<file path="config.mk">
export PLATFORM = sky130hd
export DESIGN_NAME = delay_unit_top
export DESIGN_NICKNAME = d
export VERILOG_FILES = /design/src/logic/delay_pkg.sv /design/src/logic/ram_port_if.sv /design/src/logic/dual_port_ram.sv /design/src/logic/sync_fifo.sv /design/src/logic/run_counter.sv /design/src/logic/run_sequencer.sv /design/src/logic/delay_buffer.sv /design/src/logic/axil_config_regs.sv /design/src/logic/delay_unit_top.sv
export SDC_FILE = /design/constraint.sdc
export NUM_CORES = 2
export LEC_CHECK = 0
export BUFFER_PORTS_ARGS = -buffer_cell sky130_fd_sc_hd__buf_2
export CAP_MARGIN = 30
export CORE_AREA = 2 2 464 650
export DETAILED_ROUTE_END_ITERATION = 7
export DIE_AREA = 0 0 466 652
export MAX_ROUTING_LAYER = met4
export PLACE_DENSITY = 0.71
export RECOVER_POWER = 50
export SLEW_MARGIN = 20
export SYNTH_ARGS = -nofsm -noshare
export SYNTH_HDL_FRONTEND = slang
export SYNTH_SLANG_ARGS = --single-unit
</file>
<file path="constraint.sdc">
create_clock -name clk -period 5.56 [get_ports clk]
set_input_delay 1.112 -clock clk [delete_from_list [all_inputs] [get_ports clk]]
set_output_delay 1.112 -clock clk [all_outputs]
set_load 0.005 [all_outputs]
</file>
<file path="src/logic/delay_pkg.sv">
package delay_pkg;

   // fifo depth is 2**DEF_ADDR_W, the widest amount is one less
   localparam int DEF_ADDR_W = 7;
   localparam int DEF_DATA_W = 32;

   // one bit above the register map so that offsets from 0x10 up decode as errors
   localparam int AXIL_ADDR_W = 5;

   // register byte offsets
   localparam logic [AXIL_ADDR_W-1:0] REG_CONTROL = 'h0;
   localparam logic [AXIL_ADDR_W-1:0] REG_AMOUNT  = 'h4;
   localparam logic [AXIL_ADDR_W-1:0] REG_LENGTH  = 'h8;
   localparam logic [AXIL_ADDR_W-1:0] REG_STATUS  = 'hC;

   // control register, write-only start request
   localparam int CTRL_START_BIT = 0;

   // status register bits
   localparam int STATUS_BUSY_BIT = 0;
   localparam int STATUS_DONE_BIT = 1;

   typedef enum logic [1:0] {
      SEQ_IDLE,
      SEQ_FLUSH,
      SEQ_RUN,
      SEQ_DONE
   } seq_state_t;

endpackage

</file>
<file path="src/logic/ram_port_if.sv">
interface ram_port_if #(
   parameter int ADDR_W = delay_pkg::DEF_ADDR_W,
   parameter int DATA_W = delay_pkg::DEF_DATA_W
);

   logic              w_en;
   logic [ADDR_W-1:0] w_addr;
   logic [DATA_W-1:0] w_data;
   logic              r_en;
   logic [ADDR_W-1:0] r_addr;
   // valid one cycle after r_en
   logic [DATA_W-1:0] r_data;

   modport fifo (output w_en, w_addr, w_data, r_en, r_addr, input r_data);

   modport ram (input w_en, w_addr, w_data, r_en, r_addr, output r_data);

endinterface

</file>
<file path="src/logic/dual_port_ram.sv">
module dual_port_ram #(
   parameter int ADDR_W = delay_pkg::DEF_ADDR_W,
   parameter int DATA_W = delay_pkg::DEF_DATA_W
) (
   input logic clk,
   ram_port_if.ram mem
);

   logic [DATA_W-1:0] ram_q [0:2**ADDR_W-1];

   // write port
   always_ff @(posedge clk) begin
      if (mem.w_en) begin
         ram_q[mem.w_addr] <= mem.w_data;
      end
   end

   // registered read port, old data on an address collision
   always_ff @(posedge clk) begin
      if (mem.r_en) begin
         mem.r_data <= ram_q[mem.r_addr];
      end
   end

endmodule

</file>
<file path="src/logic/sync_fifo.sv">
module sync_fifo #(
   parameter int ADDR_W = delay_pkg::DEF_ADDR_W,
   parameter int DATA_W = delay_pkg::DEF_DATA_W
) (
   input  logic              clk,
   input  logic              rst,
   input  logic              flush_i,
   input  logic              w_en_i,
   input  logic [DATA_W-1:0] w_data_i,
   input  logic              r_en_i,
   output logic [DATA_W-1:0] r_data_o,
   output logic [  ADDR_W:0] level_o,
   ram_port_if.fifo          mem
);

   logic [ADDR_W-1:0] w_ptr_q;
   logic [ADDR_W-1:0] r_ptr_q;
   logic [  ADDR_W:0] level_q;
   logic              full;
   logic              empty;
   logic              do_write;
   logic              do_read;

   // level only reaches 2**ADDR_W when full
   assign full  = level_q[ADDR_W];
   assign empty = (level_q == '0);

   // a simultaneous read lets a full fifo take a write, and the reverse
   assign do_write = w_en_i && (!full || r_en_i);
   assign do_read  = r_en_i && (!empty || w_en_i);

   always_ff @(posedge clk or posedge rst) begin
      if (rst) begin
         w_ptr_q <= '0;
         r_ptr_q <= '0;
         level_q <= '0;
      end else if (flush_i) begin
         w_ptr_q <= '0;
         r_ptr_q <= '0;
         level_q <= '0;
      end else begin
         if (do_write) begin
            w_ptr_q <= w_ptr_q + 1'b1;
         end
         if (do_read) begin
            r_ptr_q <= r_ptr_q + 1'b1;
         end
         case ({do_write, do_read})
            2'b10:   level_q <= level_q + 1'b1;
            2'b01:   level_q <= level_q - 1'b1;
            default: level_q <= level_q;
         endcase
      end
   end

   assign mem.w_en   = do_write;
   assign mem.w_addr = w_ptr_q;
   assign mem.w_data = w_data_i;
   assign mem.r_en   = do_read;
   assign mem.r_addr = r_ptr_q;

   // ram read port is registered, data lands one cycle after r_en_i
   assign r_data_o = mem.r_data;
   assign level_o  = level_q;

endmodule

</file>
<file path="src/logic/run_counter.sv">
module run_counter #(
   parameter int LENGTH_W = 16
) (
   input  logic                clk,
   input  logic                rst,
   input  logic                load_i,
   input  logic [LENGTH_W-1:0] length_i,
   input  logic                count_en_i,
   output logic                last_o
);

   // samples left in the current run
   logic [LENGTH_W-1:0] count_q;

   always_ff @(posedge clk or posedge rst) begin
      if (rst) begin
         count_q <= '0;
      end else if (load_i) begin
         count_q <= length_i;
      end else if (count_en_i && (count_q != '0)) begin
         count_q <= count_q - 1'b1;
      end
   end

   // one sample left means this is the final cycle
   assign last_o = (count_q == LENGTH_W'(1));

endmodule

</file>
<file path="src/logic/run_sequencer.sv">
module run_sequencer (
   input  logic                  clk,
   input  logic                  rst,
   input  logic                  start_i,
   input  logic                  last_i,
   input  logic                  length_zero_i,
   output logic                  flush_o,
   output logic                  load_o,
   output logic                  running_o,
   output logic                  done_o,
   output logic                  busy_o,
   output delay_pkg::seq_state_t state_o
);

   delay_pkg::seq_state_t state_q;
   delay_pkg::seq_state_t state_d;

   always_ff @(posedge clk or posedge rst) begin
      if (rst) begin
         state_q <= delay_pkg::SEQ_IDLE;
      end else begin
         state_q <= state_d;
      end
   end

   always_comb begin
      state_d = state_q;
      case (state_q)
         delay_pkg::SEQ_IDLE: begin
            if (start_i) begin
               state_d = delay_pkg::SEQ_FLUSH;
            end
         end
         delay_pkg::SEQ_FLUSH: begin
            // an empty run skips straight to done
            if (length_zero_i) begin
               state_d = delay_pkg::SEQ_DONE;
            end else begin
               state_d = delay_pkg::SEQ_RUN;
            end
         end
         delay_pkg::SEQ_RUN: begin
            if (last_i) begin
               state_d = delay_pkg::SEQ_DONE;
            end
         end
         delay_pkg::SEQ_DONE: begin
            state_d = delay_pkg::SEQ_IDLE;
         end
         default: begin
            state_d = delay_pkg::SEQ_IDLE;
         end
      endcase
   end

   // flush clears the fifo while the counter loads
   assign flush_o   = (state_q == delay_pkg::SEQ_FLUSH);
   assign load_o    = (state_q == delay_pkg::SEQ_FLUSH);
   assign running_o = (state_q == delay_pkg::SEQ_RUN);
   assign done_o    = (state_q == delay_pkg::SEQ_DONE);
   assign busy_o    = (state_q != delay_pkg::SEQ_IDLE);
   assign state_o   = state_q;

endmodule

</file>
<file path="src/logic/delay_buffer.sv">
module delay_buffer #(
   parameter int ADDR_W = delay_pkg::DEF_ADDR_W,
   parameter int DATA_W = delay_pkg::DEF_DATA_W
) (
   input  logic              clk,
   input  logic              rst,
   input  logic              flush_i,
   input  logic              running_i,
   input  logic [DATA_W-1:0] data_i,
   input  logic [ADDR_W-1:0] amount_i,
   output logic [DATA_W-1:0] data_o,
   output logic              valid_o
);

   logic [  ADDR_W:0] level;
   logic [  ADDR_W:0] amount_ext;
   logic              wr_en;
   logic              rd_en;
   logic [DATA_W-1:0] fifo_data;
   logic [DATA_W-1:0] data_q;

   ram_port_if #(.ADDR_W(ADDR_W), .DATA_W(DATA_W)) mem_if ();

   assign amount_ext = {1'b0, amount_i};

   // fill up to the amount, then every sample writes one and reads one
   assign wr_en = running_i && (level <= amount_ext);
   assign rd_en = running_i && (level >= amount_ext);

   sync_fifo #(
      .ADDR_W(ADDR_W),
      .DATA_W(DATA_W)
   ) u_fifo (
      .clk     (clk),
      .rst     (rst),
      .flush_i (flush_i),
      .w_en_i  (wr_en),
      .w_data_i(data_i),
      .r_en_i  (rd_en),
      .r_data_o(fifo_data),
      .level_o (level),
      .mem     (mem_if.fifo)
   );

   dual_port_ram #(
      .ADDR_W(ADDR_W),
      .DATA_W(DATA_W)
   ) u_ram (
      .clk(clk),
      .mem(mem_if.ram)
   );

   // zero delay path, one register stage
   always_ff @(posedge clk) begin
      data_q <= data_i;
   end

   always_ff @(posedge clk or posedge rst) begin
      if (rst) begin
         valid_o <= 1'b0;
      end else begin
         valid_o <= rd_en;
      end
   end

   assign data_o = (amount_i == '0) ? data_q : fifo_data;

endmodule

</file>
<file path="src/logic/axil_config_regs.sv">
module axil_config_regs #(
   parameter int DATA_W   = delay_pkg::DEF_DATA_W,
   parameter int LENGTH_W = 16,
   parameter int ADDR_W   = delay_pkg::DEF_ADDR_W
) (
   input  logic                              clk,
   input  logic                              rst,
   input  logic [delay_pkg::AXIL_ADDR_W-1:0] awaddr_i,
   input  logic                              awvalid_i,
   output logic                              awready_o,
   input  logic [DATA_W-1:0]                 wdata_i,
   input  logic [DATA_W/8-1:0]               wstrb_i,
   input  logic                              wvalid_i,
   output logic                              wready_o,
   output logic [1:0]                        bresp_o,
   output logic                              bvalid_o,
   input  logic                              bready_i,
   input  logic [delay_pkg::AXIL_ADDR_W-1:0] araddr_i,
   input  logic                              arvalid_i,
   output logic                              arready_o,
   output logic [DATA_W-1:0]                 rdata_o,
   output logic [1:0]                        rresp_o,
   output logic                              rvalid_o,
   input  logic                              rready_i,
   input  logic                              busy_i,
   input  logic                              done_i,
   output logic                              start_o,
   output logic [ADDR_W-1:0]                 amount_o,
   output logic [LENGTH_W-1:0]               length_o
);

   localparam logic [1:0] RESP_OKAY   = 2'b00;
   localparam logic [1:0] RESP_SLVERR = 2'b10;

   logic [ADDR_W-1:0]   amount_q;
   logic [LENGTH_W-1:0] length_q;
   logic                done_q;
   logic                wr_hs;
   logic                rd_hs;
   logic [DATA_W-1:0]   wmask;
   logic [DATA_W-1:0]   amount_wr;
   logic [DATA_W-1:0]   length_wr;
   logic [DATA_W-1:0]   rd_value;

   function automatic logic reg_hit(input logic [delay_pkg::AXIL_ADDR_W-1:0] addr);
      return addr inside {delay_pkg::REG_CONTROL, delay_pkg::REG_AMOUNT,
                          delay_pkg::REG_LENGTH, delay_pkg::REG_STATUS};
   endfunction

   assign wr_hs = awready_o && awvalid_i && wvalid_i;
   assign rd_hs = arready_o && arvalid_i;

   // byte lanes from the write strobe
   always_comb begin
      for (int i = 0; i < DATA_W / 8; i++) begin
         wmask[i*8+:8] = {8{wstrb_i[i]}};
      end
   end

   assign amount_wr = (DATA_W'(amount_q) & ~wmask) | (wdata_i & wmask);
   assign length_wr = (DATA_W'(length_q) & ~wmask) | (wdata_i & wmask);

   // start only counts when the sequencer is idle
   assign start_o = wr_hs && !busy_i && (awaddr_i == delay_pkg::REG_CONTROL) &&
                    wdata_i[delay_pkg::CTRL_START_BIT] &&
                    wstrb_i[delay_pkg::CTRL_START_BIT/8];

   always_ff @(posedge clk or posedge rst) begin
      if (rst) begin
         awready_o <= 1'b0;
         wready_o  <= 1'b0;
         bvalid_o  <= 1'b0;
         bresp_o   <= RESP_OKAY;
         amount_q  <= '0;
         length_q  <= '0;
         done_q    <= 1'b0;
      end else begin
         // one-cycle ready pulse, held off while a response waits
         awready_o <= awvalid_i && wvalid_i && !bvalid_o && !awready_o;
         wready_o  <= awvalid_i && wvalid_i && !bvalid_o && !awready_o;
         if (wr_hs) begin
            bvalid_o <= 1'b1;
            bresp_o  <= reg_hit(awaddr_i) ? RESP_OKAY : RESP_SLVERR;
            if (!busy_i && (awaddr_i == delay_pkg::REG_AMOUNT)) begin
               amount_q <= amount_wr[ADDR_W-1:0];
            end
            if (!busy_i && (awaddr_i == delay_pkg::REG_LENGTH)) begin
               length_q <= length_wr[LENGTH_W-1:0];
            end
         end else if (bvalid_o && bready_i) begin
            bvalid_o <= 1'b0;
         end
         if (start_o) begin
            done_q <= 1'b0;
         end else if (done_i) begin
            done_q <= 1'b1;
         end
      end
   end

   always_comb begin
      rd_value = '0;
      case (araddr_i)
         delay_pkg::REG_AMOUNT: rd_value = DATA_W'(amount_q);
         delay_pkg::REG_LENGTH: rd_value = DATA_W'(length_q);
         delay_pkg::REG_STATUS: begin
            rd_value[delay_pkg::STATUS_BUSY_BIT] = busy_i;
            rd_value[delay_pkg::STATUS_DONE_BIT] = done_q;
         end
         // control reads as zero, unmapped as well
         default: rd_value = '0;
      endcase
   end

   always_ff @(posedge clk or posedge rst) begin
      if (rst) begin
         arready_o <= 1'b0;
         rvalid_o  <= 1'b0;
      end else begin
         arready_o <= arvalid_i && !rvalid_o && !arready_o;
         if (rd_hs) begin
            rvalid_o <= 1'b1;
         end else if (rvalid_o && rready_i) begin
            rvalid_o <= 1'b0;
         end
      end
   end

   // read payload, held until rready
   always_ff @(posedge clk) begin
      if (rd_hs) begin
         rdata_o <= rd_value;
         rresp_o <= reg_hit(araddr_i) ? RESP_OKAY : RESP_SLVERR;
      end
   end

   assign amount_o = amount_q;
   assign length_o = length_q;

endmodule

</file>
<file path="src/logic/delay_unit_top.sv">
module delay_unit_top #(
   parameter int ADDR_W   = delay_pkg::DEF_ADDR_W,
   parameter int DATA_W   = delay_pkg::DEF_DATA_W,
   parameter int LENGTH_W = 16
) (
   input  logic                              clk,
   input  logic                              rst,
   input  logic [delay_pkg::AXIL_ADDR_W-1:0] awaddr_i,
   input  logic                              awvalid_i,
   output logic                              awready_o,
   input  logic [DATA_W-1:0]                 wdata_i,
   input  logic [DATA_W/8-1:0]               wstrb_i,
   input  logic                              wvalid_i,
   output logic                              wready_o,
   output logic [1:0]                        bresp_o,
   output logic                              bvalid_o,
   input  logic                              bready_i,
   input  logic [delay_pkg::AXIL_ADDR_W-1:0] araddr_i,
   input  logic                              arvalid_i,
   output logic                              arready_o,
   output logic [DATA_W-1:0]                 rdata_o,
   output logic [1:0]                        rresp_o,
   output logic                              rvalid_o,
   input  logic                              rready_i,
   input  logic [DATA_W-1:0]                 stream_data_i,
   output logic                              stream_ready_o,
   output logic [DATA_W-1:0]                 stream_data_o,
   output logic                              stream_valid_o,
   output delay_pkg::seq_state_t             state_o
);

   logic                start;
   logic                busy;
   logic                done;
   logic                flush;
   logic                load;
   logic                running;
   logic                last;
   logic                length_zero;
   logic [ADDR_W-1:0]   amount;
   logic [LENGTH_W-1:0] length;

   assign length_zero = (length == '0);

   axil_config_regs #(
      .DATA_W  (DATA_W),
      .LENGTH_W(LENGTH_W),
      .ADDR_W  (ADDR_W)
   ) u_regs (
      .clk      (clk),
      .rst      (rst),
      .awaddr_i (awaddr_i),
      .awvalid_i(awvalid_i),
      .awready_o(awready_o),
      .wdata_i  (wdata_i),
      .wstrb_i  (wstrb_i),
      .wvalid_i (wvalid_i),
      .wready_o (wready_o),
      .bresp_o  (bresp_o),
      .bvalid_o (bvalid_o),
      .bready_i (bready_i),
      .araddr_i (araddr_i),
      .arvalid_i(arvalid_i),
      .arready_o(arready_o),
      .rdata_o  (rdata_o),
      .rresp_o  (rresp_o),
      .rvalid_o (rvalid_o),
      .rready_i (rready_i),
      .busy_i   (busy),
      .done_i   (done),
      .start_o  (start),
      .amount_o (amount),
      .length_o (length)
   );

   run_sequencer u_seq (
      .clk          (clk),
      .rst          (rst),
      .start_i      (start),
      .last_i       (last),
      .length_zero_i(length_zero),
      .flush_o      (flush),
      .load_o       (load),
      .running_o    (running),
      .done_o       (done),
      .busy_o       (busy),
      .state_o      (state_o)
   );

   run_counter #(
      .LENGTH_W(LENGTH_W)
   ) u_counter (
      .clk       (clk),
      .rst       (rst),
      .load_i    (load),
      .length_i  (length),
      .count_en_i(running),
      .last_o    (last)
   );

   delay_buffer #(
      .ADDR_W(ADDR_W),
      .DATA_W(DATA_W)
   ) u_buffer (
      .clk      (clk),
      .rst      (rst),
      .flush_i  (flush),
      .running_i(running),
      .data_i   (stream_data_i),
      .amount_i (amount),
      .data_o   (stream_data_o),
      .valid_o  (stream_valid_o)
   );

   // a sample is taken on every running cycle
   assign stream_ready_o = running;

endmodule

</file>
## After elaboration in Yosys (flattened, before gate mapping)

Memory sizes are Yosys's and may differ from the RTL's. A register that Yosys moved wholly into a read port is not among the register bits.
Cells that the tools add are included.

- Flip-flop bits (word level): 137
- Memories kept: 1
- Output and inout bits: 77
- Bits in writable memories: 4096
- Word-level logic and storage cells: 120

- Add/subtract/negate cells: 5
- Reductions and logical operators: 50
- Muxes and demuxes: 25
- Bitwise operators: 6
- Equal/unequal tests: 14
- $lt $le $gt $ge: 2

Memory list:

| memory | words | bits a word | read ports | clocked after memory_dff | write ports | RTL line | text |
|---|---|---|---|---|---|---|---|
| u_buffer.u_ram.ram_q | 128 | 32 | 1 | 1 | 1 | dual_port_ram.sv:9 | `logic [DATA_W-1:0] ram_q [0:2**ADDR_W-1];` |

Operator list:

| cell | count |
|---|---|
| $and A16 B16 Y16 | 2 |
| $mux W16 | 2 |
| $mux W32 | 1 |
| $mux W7 | 4 |
| $pmux W14 S2 | 1 |
| $logic_and A1 B1 Y1 | 21 |
| $eq A5 B4 Y1 const B | 4 |
| $eq A16 B1 Y1 const B | 1 |
| $logic_not A16 Y1 | 1 |
| $not A16 Y16 | 1 |
| $or A16 B16 Y16 | 1 |
| $pmux W8 S2 | 1 |
| $reduce_bool A16 Y1 | 1 |
| $sub A16 B1 Y16 const B | 1 |
| $add A7 B1 Y7 const B | 2 |
| $reduce_bool A2 Y1 | 7 |
| $eq A5 B3 Y1 const B | 2 |
| $logic_not A5 Y1 | 2 |
| $mux W1 | 9 |
| $add A8 B1 Y8 const B | 1 |
| $ge A8 B7 Y1 | 1 |
| $le A8 B7 Y1 | 1 |
| $logic_not A8 Y1 | 1 |
| $mux W2 | 4 |
| other kinds (16) | 30 |

## Longest topological paths before layout

- Depth in word-level cells: 8
- Mapped depth: 14
- Mapped depth without buffers: 14

## Cells and area by module

A second synthesis with hierarchy kept.

- Cell total of the unflattened synthesis: 6595
- Area, all modules: 163210.3 um^2

By module, submodules not included:

| module | times used | sequential area each (um^2) | cells each | area each (um^2) |
|---|---|---|---|---|
| dual_port_ram | 1 | 123958.9 | 5990 | 156596.4 |
| axil_config_regs | 1 | 1236.2 | 144 | 2006.9 |
| sync_fifo | 1 | 550.5 | 208 | 1908.1 |
| delay_buffer | 1 | 665.6 | 102 | 1410.1 |
| run_counter | 1 | 400.4 | 126 | 1046.0 |
| run_sequencer | 1 | 50.0 | 20 | 209.0 |
| delay_unit_top | 1 | 0.0 | 5 | 33.8 |

## Worst setup path before layout

No wires, ideal clock.

- Path type: reg2reg
- From: reg (tool-made name)
- To: mem u_buffer.u_ram.ram_q[106][0] (netlist bit), enable pin
- Stages on the path, launching flop included: 13
- Slack: 1331 ps
- Arrival: 3808 ps
- Required time: 5139 ps
- Library setup time: 421 ps
- Period minus slack after synthesis: 4229 ps
- Cells stage by stage: dfrtp_1 -> inv_1 -> ha_1 -> a21o_1 -> a211o_1 -> a21oi_2 -> a22o_1 -> buf_4 -> nand2_2 -> or4b_1 -> buf_2 -> buf_2 -> nor2_1

RTL lines:

| what | RTL line |
|---|---|
| to (decl) | dual_port_ram.sv:9 |

## Worst setup path in the final report

- From: in stream_data_i[15]
- To: mem u_buffer.u_ram.ram_q[82][15] (netlist bit) (data pin)

RTL lines:

| what | RTL line | text |
|---|---|---|
| from (decl) | delay_unit_top.sv:25 | `input logic [DATA_W-1:0] stream_data_i,` |

Straight into the memory's write port.

==> metrics <==
status finished with violations; violations in the final reports capacitance limit, slew limit; worst-skew pair later-pin latency just over 900 ps; critical path's top delay family buffers and inverters; post-detailed-placement half-perimeter wirelength 265.3 mm; area inside the core boundary 297400 um^2; Critical Path End Type flip-flop; unrepaired setup endpoints after global routing false; area of the mapped netlist 163100 um^2; proportion of power drawn by flip-flops and latches a little under half; first-pass GRT wire length 613.1 mm; P_sw roughly 21 mW; number of buffer cells added on primary ports ~130; dominant cell type by area after synthesis edfxtp_1; fraction of final layout cells with drive strength greater than 1 approximately 29%; height of the chip between 600 and 700 um; number of flip-flops and latches in the synthesized netlist 4247; clock share of power about a third; Critical path buffers and inverters 2; number of cells in the finished layout apart from fillers between 10k and 15k; number of nets at the end of the flow 7767; Critical Path Max Stage Delay 2860 ps; antenna violations before repair 34; number of enable-type register cells in the synthesized netlist 4145; die footprint a little over 300000 um^2; fraction of power spent switching nets 26.87%; placer congestion estimate about 0.94; Top-Level Pins 162; placed inst area 171300 um^2; YS warnings 0; detailed-route wire length approximately 440 mm; clock tree sinks between 4k and 5k; Inserted Clock Buffers 367; part of the total power dissipated in combinational logic 21.0%; post-route fraction of the period consumed by the critical path between 80% and 90%; power consumption 77.67 mW; instance count after placement with tap cells included 11.23k; achievable frequency roughly 0.20 GHz; worst path setup slack after routing roughly 640 ps; Slew @ Worst Pin 4772 ps; layout overhead on the synthesized area 11.97%; global-route usage over all layers 29.88%; hold buffer count at cts 0; required time worst endpoint 6060 ps; DRT iter0 DRCs between 10k and 15k; via count of the first global-routing pass about 80k; dominant register cell in the synthesized netlist edfxtp_1; share of synthesized area occupied by flip-flops and latches 77.76%; list of cells traversed by the critical path clkbuf_1 -> clkbuf_2; Post-DRT Antenna Nets 0; post-CTS setup buffers 0; CTS Root Cell clkbuf_16; maximum vdd ir drop 284.9 uV; clock tree skew after final layout 69.17 ps; most repeated cell in the gate-level netlist after synthesis edfxtp_1; final setup vio count 0; share of Yosys cell area claimed by the top area cell type 76.30%; Die X-Extent 466 um; most frequent cells after synthesis edfxtp_1 (4145), mux4_2 (1072), mux2i_1 (250); power density over the cells 425.2 nW/um^2; number of detailed-routing iterations run before antenna repair 6; post-synthesis async set-or-reset flop share under 10%; leakage power 56.73 nW; CP max stage cell clkbuf_1; dominant cells by area after synthesis edfxtp_1 (76%), mux4_2 (15%), mux2i_1 (1.5%), dfrtp_1 (1.1%), buf_4 (0.51%); endpoint arrival time on the critical path 5410 ps; max cap viols 61; vias per cell 6.696; Cell Rows 237; DRC violations left 0; final critical-path required period 4918 ps; critical path fanouts, max 74; Max-slew headroom -218.1%; total congestion overflow after global routing 0; kind of path behind the tightest hold check in2reg; sum of negative setup slack 0 ps; WL per Instance 36.89 um; count of distinct cell types in the synthesized netlist 74; hold violation total from the final report 0; critical path launch point type input pin; Mapped Cells 7156; Worst Path Class, Setup in2reg; pre-CTS worst setup slack 1073 ps; Vias 79.79k; pin count of the biggest net entering global routing 130; buffer levels on the longest clock path 4; H-tree depth reported by CTS 5; pins over their slew limit 3426; initial core utilization 54.85%; finished layout cell area between 150000 and 200000 um^2; mean instance size in the synthesized netlist 22.80 um^2; Pint 56.81 mW; Worst-path clk slew around 60 ps; TritonCTS clock tree yes; number of resized instances in the post-cts repair step 0
==> layer usage <==
metal | up-vias | GRT usage, % | wire (um)
met5 | - | - | 0
met4 | 0 | 16.85 | 31250
met3 | 968 | 5.007 | 42680
met2 | 5048 | 47.63 | 217800
met1 | 42440 | 36.64 | 147900
li1 | 31340 | - | -
==> flip-flops by register name, summed over array words and instances (netlist names), 2 cells and up, named ones only <==
signal                      flops
u_regs.rdata_o                 16
u_buffer.u_fifo.mem.w_addr      7
u_buffer.u_fifo.level_o         8
u_buffer.u_ram.mem.r_data      32
u_counter.count_q              16
u_buffer.u_ram.ram_q         4096
u_seq.state_o                   2
u_buffer.u_fifo.mem.r_addr      7
u_buffer.data_q                32
==> cells in the final DEF (no fill, tap or decap), types with 95 or more instances in the layout <==
cell type	count
nor2_4	129
buf_4	284
mux4_2	1072
a22oi_1	101
clkbuf_1	141
clkbuf_16	374
buf_2	95
nand2_1	156
mux2i_1	249
edfxtp_1	4145
==> path summary, 6_finish.rpt <==
check | from | end | slack, ps | cells after the start
min reg2reg | u_regs.bvalid_o$_DFFE_PP0P_ | u_regs.awready_o$_DFF_PP0_ | 470 | 1
max in group asynchronous | rst | u_buffer.u_fifo.mem.r_addr[1]$_DFFE_PP0P_ | 1750 | 3
max reg2reg | flip-flop | u_buffer.u_ram.ram_q[73][31]$_DFFE_PP_ | 1030 | 11
min | bready_i | u_regs.bvalid_o$_DFFE_PP0P_ | 430 | 2
min in group asynchronous | rst | u_buffer.u_fifo.level_o[5]$_DFFE_PP0P_ | 610 | 2
max | stream_data_i[15] | u_buffer.u_ram.ram_q[82][15]$_DFFE_PP_ | 640 | 2
==> per-stage QoR <==
stage / hold WS, ps / util [%]
finish: 433.1 / 61.41
global route: 422.6 / 61.41
CTS: 271.8 / 61.50
detailed placement: 469.7 / 57.61
global placement: 432.3 / 57.54
floorplan: 447.5 / -
==> cell families (layout without fill, tap and decap cells) <==
| logic type | count (synthesis) | in the layout | share of synthesized area [%] |
|---|---|---|---|
| AOI/OAI and AO/OA | 485 | 485 | 2.041 |
| xor gates and xnor gates | 29 | 29 | 0.1557 |
| adders and majority gates | 23 | 23 | 0.1810 |
| buffers and inverters | 426 | 1203 | 1.481 |
| DFF | 4247 | 4247 | 77.76 |
| muxes | 1394 | 1394 | 16.83 |
| other | 1 | 41 | 0.002299 |
| and+or+nand+nor | 551 | 551 | 1.544 |
==> power by group through the flow <==
stage / logic [mW] / clock network, mW / registers (mW)
after floorplan: 10.9 / 0 / 36.5
after global placement: 16.0 / 0 / 36.8
after detailed placement: 16.3 / 0 / 36.8
after CTS: 16.4 / 25.4 / 36.2
after global routing: 17.0 / 26.5 / 36.2
final: 16.3 / 25.2 / 36.2
==> worst reg2reg max path: cells and delay by family, from the launching register on <==
family          cells  cell delay [ps]
buf+inv             3             1020
flops               1              400
simple gates        3             1360
compound gates      4             1060
fa+ha+maj           1              300
==> final cells by class <==
cell class | instances | area, um^2
fillers | 19540 | 114800
inverters | 20 | 91.34
diodes | 23 | 57.56
flip-flops and latches | 4247 | 126900
multi-input cells | 2500 | 34940
well taps | 3943 | 4933
clock inverters | 202 | 1849
repair buffers | 523 | 4175
clock buffers | 458 | 9734
Note: power is estimated with default switching activity, not from simulation.
